[config.mk]
export PLATFORM = sky130hd
export DESIGN_NAME = stream_framer_top
export DESIGN_NICKNAME = d
export VERILOG_FILES = /design/src/common/framer_pkg.sv /design/src/hw/pipe_regs.sv /design/src/hw/framer/frame_fsm.sv /design/src/hw/framer/frame_counter.sv /design/src/hw/framer/frame_word_mux.sv /design/src/hw/stream_framer_top.sv
export VERILOG_INCLUDE_DIRS = /design/src /design/src/common
export SDC_FILE = /design/constraint.sdc
export NUM_CORES = 1
export LEC_CHECK = 0
export BUFFER_PORTS_ARGS = -buffer_cell sky130_fd_sc_hd__buf_4
export CORE_ASPECT_RATIO = 0.8
export CORE_MARGIN = 10
export CORE_UTILIZATION = 30
export CTS_CLUSTER_DIAMETER = 40
export DETAILED_ROUTE_END_ITERATION = 12
export PLACE_DENSITY = 0.54
export SYNTH_ARGS = -nofsm -noshare
export SYNTH_HDL_FRONTEND = slang
export SYNTH_SLANG_ARGS = --single-unit
[constraint.sdc]
create_clock -name clk -period 6.3 [get_ports clk]
set_clock_uncertainty 0.15 [all_clocks]
set_input_delay 1.89 -clock clk [delete_from_list [all_inputs] [get_ports clk]]
set_output_delay 1.89 -clock clk [all_outputs]
set_load 0.1 [all_outputs]
[src/common/framer_defs.svh]
`ifndef FRAMER_DEFS_SVH
`define FRAMER_DEFS_SVH

// width of one stream word
`define FRAMER_DATA_W 32

// payload words carried by every frame
`define FRAMER_PAYLOAD_LEN 4

// payload index width, wide enough for the payload length
`define FRAMER_CNT_W 8

// tag placed in the upper half of each header word
`define FRAMER_MAGIC 16'hF0A5

`endif

[src/common/framer_pkg.sv]
`include "framer_defs.svh"

package framer_pkg;

    // one word on the input or output stream
    typedef logic [`FRAMER_DATA_W-1:0] data_t;

    // frame sequence number
    // wraps modulo 65536
    typedef logic [15:0] seq_t;

    // index of the payload word inside the current frame
    typedef logic [`FRAMER_CNT_W-1:0] count_t;

    // framer core phases, one output word per header and trailer
    typedef enum logic [1:0] {
        ST_HEADER  = 2'd0,
        ST_PAYLOAD = 2'd1,
        ST_TRAILER = 2'd2
    } frame_state_t;

endpackage

[src/hw/pipe_regs.sv]
`timescale 1ns/10ps

module pipe_regs #(
    parameter int DATA_WIDTH = 32
) (
    input  logic                  clk,
    input  logic                  rst_n,
    // upstream side
    input  logic                  i_valid,
    output logic                  o_in_ready,
    // downstream side
    output logic                  o_valid,
    input  logic                  i_out_ready,
    // word path
    input  logic [DATA_WIDTH-1:0] i_data,
    output logic [DATA_WIDTH-1:0] o_data
);

    // empty holds nothing, busy holds the output reg, full holds both regs
    // the skid reg is never occupied alone
    typedef enum logic [1:0] {
        EMPTY = 2'd0,
        BUSY  = 2'd1,
        FULL  = 2'd2
    } pipe_state_t;

    pipe_state_t           state;
    pipe_state_t           state_next;
    logic [DATA_WIDTH-1:0] skid_data;
    logic                  insert;
    logic                  remove;
    logic                  load;
    logic                  flow;
    logic                  fill;
    logic                  flush;
    logic                  unload;
    logic                  out_wren;
    logic                  skid_wren;

    // handshake events on each side
    assign insert = i_valid && o_in_ready;
    assign remove = o_valid && i_out_ready;

    // load puts a word into an empty output reg
    assign load   = (state == EMPTY) && insert && !remove;
    // flow replaces the output word as it leaves
    assign flow   = (state == BUSY) && insert && remove;
    // fill parks the new word in the skid reg while the output stalls
    assign fill   = (state == BUSY) && insert && !remove;
    // flush moves the skid word forward
    assign flush  = (state == FULL) && !insert && remove;
    // unload drains the last word
    assign unload = (state == BUSY) && !insert && remove;

    always_comb begin
        state_next = state;
        if (load || flow || flush) begin
            state_next = BUSY;
        end
        if (fill) begin
            state_next = FULL;
        end
        if (unload) begin
            state_next = EMPTY;
        end
    end

    assign out_wren  = load || flow || flush;
    assign skid_wren = fill;

    always_ff @(posedge clk) begin
        if (!rst_n) begin
            state <= EMPTY;
        end else begin
            state <= state_next;
        end
    end

    // ready and valid come straight from flops, both sides stay isolated
    always_ff @(posedge clk) begin
        if (!rst_n) begin
            o_in_ready <= 1'b1;
            o_valid    <= 1'b0;
        end else begin
            o_in_ready <= (state_next != FULL);
            o_valid    <= (state_next != EMPTY);
        end
    end

    // skid reg only ever captures the input word
    always_ff @(posedge clk) begin
        if (skid_wren) begin
            skid_data <= i_data;
        end
    end

    // output reg takes the skid word on flush, else the input word
    always_ff @(posedge clk) begin
        if (!rst_n) begin
            o_data <= '0;
        end else if (out_wren) begin
            o_data <= flush ? skid_data : i_data;
        end
    end

endmodule

[src/hw/framer/frame_fsm.sv]
`timescale 1ns/10ps

module frame_fsm (
    input  logic                    clk,
    input  logic                    rst_n,
    // payload words from the input buffer
    input  logic                    i_pay_valid,
    output logic                    o_pay_ready,
    // framed words towards the output buffer
    output logic                    o_fr_valid,
    input  logic                    i_fr_ready,
    // from the counter
    input  logic                    i_last,
    // steering for the data modules
    output framer_pkg::frame_state_t o_state,
    output logic                    o_count_en,
    output logic                    o_seq_en,
    output logic                    o_acc_en,
    output logic                    o_acc_clr
);

    framer_pkg::frame_state_t state;
    framer_pkg::frame_state_t state_next;
    logic                     xfer;

    // header and trailer are generated here, payload waits for the input
    assign o_fr_valid  = (state == framer_pkg::ST_PAYLOAD) ? i_pay_valid : 1'b1;
    // a payload word is only taken when the output buffer can accept it
    assign o_pay_ready = (state == framer_pkg::ST_PAYLOAD) && i_fr_ready;

    assign xfer = o_fr_valid && i_fr_ready;

    // one pulse per accepted word, by phase
    assign o_acc_clr  = xfer && (state == framer_pkg::ST_HEADER);
    assign o_count_en = xfer && (state == framer_pkg::ST_PAYLOAD);
    assign o_acc_en   = xfer && (state == framer_pkg::ST_PAYLOAD);
    assign o_seq_en   = xfer && (state == framer_pkg::ST_TRAILER);

    always_comb begin
        state_next = state;
        case (state)
            framer_pkg::ST_HEADER: begin
                if (xfer) begin
                    state_next = framer_pkg::ST_PAYLOAD;
                end
            end
            framer_pkg::ST_PAYLOAD: begin
                // stay here until the last payload word leaves
                if (xfer && i_last) begin
                    state_next = framer_pkg::ST_TRAILER;
                end
            end
            framer_pkg::ST_TRAILER: begin
                if (xfer) begin
                    state_next = framer_pkg::ST_HEADER;
                end
            end
            default: begin
                state_next = framer_pkg::ST_HEADER;
            end
        endcase
    end

    always_ff @(posedge clk) begin
        if (!rst_n) begin
            state <= framer_pkg::ST_HEADER;
        end else begin
            state <= state_next;
        end
    end

    assign o_state = state;

endmodule

[src/hw/framer/frame_counter.sv]
`timescale 1ns/10ps
`include "framer_defs.svh"

module frame_counter (
    input  logic             clk,
    input  logic             rst_n,
    // one pulse per payload word sent
    input  logic             i_count_en,
    // one pulse per trailer sent
    input  logic             i_seq_en,
    output logic             o_last,
    output framer_pkg::seq_t o_seq
);

    // index of the last payload word in a frame
    localparam framer_pkg::count_t LAST_IDX = framer_pkg::count_t'(`FRAMER_PAYLOAD_LEN - 1);

    framer_pkg::count_t idx;
    framer_pkg::seq_t   seq;

    assign o_last = (idx == LAST_IDX);

    // payload index, back to zero once the frame's payload is done
    always_ff @(posedge clk) begin
        if (!rst_n) begin
            idx <= '0;
        end else if (i_count_en) begin
            if (o_last) begin
                idx <= '0;
            end else begin
                idx <= idx + 1'b1;
            end
        end
    end

    // sequence steps after each trailer, wraps naturally at 16 bits
    always_ff @(posedge clk) begin
        if (!rst_n) begin
            seq <= '0;
        end else if (i_seq_en) begin
            seq <= seq + 1'b1;
        end
    end

    assign o_seq = seq;

endmodule

[src/hw/framer/frame_word_mux.sv]
`timescale 1ns/10ps
`include "framer_defs.svh"

module frame_word_mux (
    input  logic                     clk,
    input  logic                     rst_n,
    input  framer_pkg::frame_state_t i_state,
    input  framer_pkg::data_t        i_pay_data,
    input  framer_pkg::seq_t         i_seq,
    // accumulate on payload transfer
    input  logic                     i_acc_en,
    // clear on header transfer
    input  logic                     i_acc_clr,
    output framer_pkg::data_t        o_fr_data
);

    framer_pkg::data_t checksum;
    framer_pkg::data_t header_word;

    // running xor over the current frame's payload
    always_ff @(posedge clk) begin
        if (!rst_n) begin
            checksum <= '0;
        end else if (i_acc_clr) begin
            checksum <= '0;
        end else if (i_acc_en) begin
            checksum <= checksum ^ i_pay_data;
        end
    end

    // magic tag on top, sequence number below
    assign header_word = {`FRAMER_MAGIC, i_seq};

    // purely combinational from the phase
    always_comb begin
        case (i_state)
            framer_pkg::ST_HEADER: begin
                o_fr_data = header_word;
            end
            framer_pkg::ST_PAYLOAD: begin
                o_fr_data = i_pay_data;
            end
            default: begin
                o_fr_data = checksum;
            end
        endcase
    end

endmodule

[src/hw/stream_framer_top.sv]
`timescale 1ns/10ps
`include "framer_defs.svh"

module stream_framer_top (
    input  logic              clk,
    input  logic              rst_n,
    // input stream
    input  logic              i_valid,
    output logic              o_in_ready,
    input  framer_pkg::data_t i_data,
    // framed output stream
    output logic              o_valid,
    input  logic              i_ready,
    output framer_pkg::data_t o_data
);

    // input buffer to core
    logic                     pay_valid;
    logic                     pay_ready;
    framer_pkg::data_t        pay_data;
    // core to output buffer
    logic                     fr_valid;
    logic                     fr_ready;
    framer_pkg::data_t        fr_data;
    // inside the core
    framer_pkg::frame_state_t state;
    framer_pkg::seq_t         seq;
    logic                     last;
    logic                     count_en;
    logic                     seq_en;
    logic                     acc_en;
    logic                     acc_clr;

    pipe_regs #(
        .DATA_WIDTH (`FRAMER_DATA_W)
    ) in_buf (
        .clk         (clk),
        .rst_n       (rst_n),
        .i_valid     (i_valid),
        .o_in_ready  (o_in_ready),
        .o_valid     (pay_valid),
        .i_out_ready (pay_ready),
        .i_data      (i_data),
        .o_data      (pay_data)
    );

    frame_fsm frame_fsm_i (
        .clk         (clk),
        .rst_n       (rst_n),
        .i_pay_valid (pay_valid),
        .o_pay_ready (pay_ready),
        .o_fr_valid  (fr_valid),
        .i_fr_ready  (fr_ready),
        .i_last      (last),
        .o_state     (state),
        .o_count_en  (count_en),
        .o_seq_en    (seq_en),
        .o_acc_en    (acc_en),
        .o_acc_clr   (acc_clr)
    );

    frame_counter frame_counter_i (
        .clk        (clk),
        .rst_n      (rst_n),
        .i_count_en (count_en),
        .i_seq_en   (seq_en),
        .o_last     (last),
        .o_seq      (seq)
    );

    frame_word_mux frame_word_mux_i (
        .clk        (clk),
        .rst_n      (rst_n),
        .i_state    (state),
        .i_pay_data (pay_data),
        .i_seq      (seq),
        .i_acc_en   (acc_en),
        .i_acc_clr  (acc_clr),
        .o_fr_data  (fr_data)
    );

    // output buffer registers the framed word and decouples i_ready
    pipe_regs #(
        .DATA_WIDTH (`FRAMER_DATA_W)
    ) out_buf (
        .clk         (clk),
        .rst_n       (rst_n),
        .i_valid     (fr_valid),
        .o_in_ready  (fr_ready),
        .o_valid     (o_valid),
        .i_out_ready (i_ready),
        .i_data      (fr_data),
        .o_data      (o_data)
    );

endmodule

==> key figures <==
Outcome
  • Status: complete, no violations

Min path
  • Worst min path class: reg -> reg

Synthesis
  • Async set-reset flop share out of synthesis: 0
  • Synth top area cells: dfxtp_1, edfxtp_1, o2111a_1, nand2b_1, xor2_1
  • Synthesis Warnings: 0
  • Mux share of post-synthesis cell area: 0.02294
  • Flops & latches, synth: 194
  • Adder-Cell Fraction of Synth Area: 0.005434
  • Compound-cell area share of the yosys netlist: 0.1383
  • Largest family of logic cells by synthesized area: simple AND/OR/NAND/NOR gates
  • Post-synthesis cell type with the largest combined area: dfxtp_1
  • Synthesized area: 0.008289 mm²
  • Synth Area in XOR/XNOR: 0.05072
  • Synth top area share: 0.3140
  • Synth unique cells: 55
  • Register area share after synthesis: 0.5458
  • Number of flops mapped to enable cells by yosys: 64
  • Post-synthesis simple-gate area fraction: 0.1971
  • Syn Inst Count: ~800
  • Post-synth top cells: dfxtp_1, nand2b_1, nand2_1
  • Most common cell in the netlist: dfxtp_1
  • Syn_area_per_cell: 10.55 µm²
  • Syn Nets: 824
  • Post-synth top flop: dfxtp_1

Worst setup path
  • CP Cell Sequence: buf_4 > a21o_1 > a2111oi_4 > or2_1 > o2111a_1
  • CP max stage delay: 0.97 ns
  • Critical path's top delay family: simple AND/OR/NAND/NOR gates
  • CP startpoint kind: primary input
  • CP endpoint kind: flip-flop
  • Critical path class: in -> reg
  • Crit-path max FO: 32
  • Required @ worst endpoint: 6.52 ns
  • WP buf/inv: 1
  • Reg2reg setup slack: 2.86 ns
  • Critical-path top delay cell: or2_1
  • Critical Path AT: 3.82 ns

Placed design
  • Dpl ws: 2.217 ns
  • PortBufs: 69
  • Post-DP HPWL: 14.09 mm
  • GPL Wtd Cong: between 0.7 and 0.8

Global routing
  • Overall routing resource usage: 0.1239
  • Initial antenna violation count: 1
  • Grt total ovfl: 0
  • First-pass GRT wire length: 33.36 mm
  • Largest net degree at the start of global routing: 65
  • Number of global-route vias before repair: between 5000 and 6000

Route
  • Via density: 4.785
  • Drt drc: 0
  • DR vias: 5785
  • First-pass DRT Iterations: 5
  • Antenna viol nets, final: 0
  • DR iter-0 viols: about 420
  • Routed wire length: 21.19 mm
  • Drt wl/cell: 17.53 µm

STA
  • Setup ws final: around 2.7 ns
  • Setup_tns: 0 ns
  • RSZ-0062 raised after global routing: no
  • Fmax: 277.9 MHz
  • Relative slew slack: 0.1817
  • Slew Viols, Final: 0
  • Final setup vio count: 0
  • Period minus WS final: ~3.6 ns
  • Final hold vios: 0
  • Worst slew pin tran: 1.227 ns
  • Tcrit/Tclk final: 0.5712

Clocking
  • Clock Tree Root: clkbuf_16
  • Max H-tree Level: 4
  • CTS tree: built
  • CTS Buffer Depth: 2
  • Postcts setup bufs: 0
  • Worst-skew pair later-pin latency: 0.44 ns
  • CTS buffer count: 17
  • Post-CTS sizing: 0
  • Post-CTS Hold Fix Bufs: 0
  • Sink Count: 194
  • Reg clk slew, reported paths: approximately 0.070 ns

Floorplan
  • Initial Util: 0.3044
  • I/O Pins: 70
  • Core area: ~0.027 mm²
  • Die Wd: between 200 and 250 µm
  • Die area: around 0.035 mm²
  • Die Height: 168.7 µm
  • Site row count: 54

Finish
  • Share of cells above drive strength 1: 0.1420
  • # diodes: 0
  • Nets: 870
  • Synth-to-layout area growth: 17.19%

Power and ir drop
  • PwrDens: 385.6 mW/mm²
  • Pleak: 3.560 nW
  • Maximum vdd drop: 0.2266 mV

Job
  • Max_cap viols: 0
-- tightest hold or removal path: stages, from the launching register on --
cell,delay [ns]
dfxtp_1,0.32
nand2_1,0.05
a21oi_1,0.05
-- registers in the layout, indices dropped and copies added (netlist names) --
signal / cells
in_buf.state: 2
out_buf.skid_data: 32
out_buf.o_data: 32
out_buf.o_in_ready: 1
out_buf.state: 2
out_buf.o_valid: 1
frame_fsm_i.o_state: 2
frame_word_mux_i.checksum: 32
frame_counter_i.o_seq: 16
in_buf.skid_data: 32
in_buf.o_valid: 1
in_buf.o_data: 32
in_buf.o_in_ready: 1
frame_counter_i.idx: 8
-- cell type report --
| class | instances | area, µm² |
|---|---|---|
| fillers | 2756 | 17510 |
| flip-flops and latches | 194 | 4526 |
| multi-input cells | 514 | 3481 |
| repair buffers | 81 | 608.1 |
| clock buffers | 23 | 489.2 |
| well taps | 364 | 455.4 |
| inverters | 24 | 90.09 |
| clock inverters | 9 | 65.06 |
-- where the power goes --
part           total, mW  switching [mW]  internal [mW]  leakage [nW]
Clock               1.04           0.487          0.555         0.279
Combinational       1.12           0.823          0.301          1.63
Sequential          1.58           0.114           1.46          1.65
-- worst paths after layout --
check	from	end	cells past startpoint
worst max-delay path	i_ready	out_buf.o_data[0]	5
worst min-delay path	frame_counter_i.idx[1]	frame_counter_i.idx[1]	2
worst max register to register	frame_fsm_i.o_state[0]	in_buf.o_data[2]	5
worst min register to register	frame_counter_i.idx[1]	frame_counter_i.idx[1]	2
-- kinds of logic after synthesis --
kind of cell | after synthesis
flops | 194
fa+ha+maj | 4
simple gates | 308
buf+inv | 78
mux | 19
compound gates | 135
xor+xnor | 48
-- layout by cell type (no fill, tap or decap), types with 18 or more instances in the layout --
master and instances:
or3_1 35, xor2_1 32, dfxtp_1 129, nand2b_1 91, clkbuf_16 18, edfxtp_1 64, buf_4 81, a21oi_1 23
nand2_1 72, mux2i_1 19, nor2_1 53, o2111a_1 56, o21ai_0 26, inv_1 23
-- metal layers --
metal,track usage,wire [µm],vias to the layer above
met4,0.03453,249,0
met5,0,0,-
met1,0.1973,11650,2733
met2,0.1546,8006,148
met3,0.03225,1283,20
li1,-,-,2884
-- stage by stage --
| stage | instances | total power [mW] | utilization | hold slack, ns | cell area, µm² |
|---|---|---|---|---|---|
| finish | 1209 | 3.746 | 0.3568 | 0.3270 | 9714 |
| global route | 1209 | 3.915 | 0.3568 | 0.3556 | 9714 |
| CTS | 1209 | 3.789 | 0.3568 | 0.3279 | 9714 |
| detailed placement | 1177 | 2.743 | 0.3364 | 0.3175 | 9160 |
| global placement | 1177 | 2.737 | 0.3364 | 0.3080 | 9160 |
| floorplan | 786 | 2.449 | - | 0.2953 | 8289 |
No activity file was read; power rests on OpenSTA's default activity.
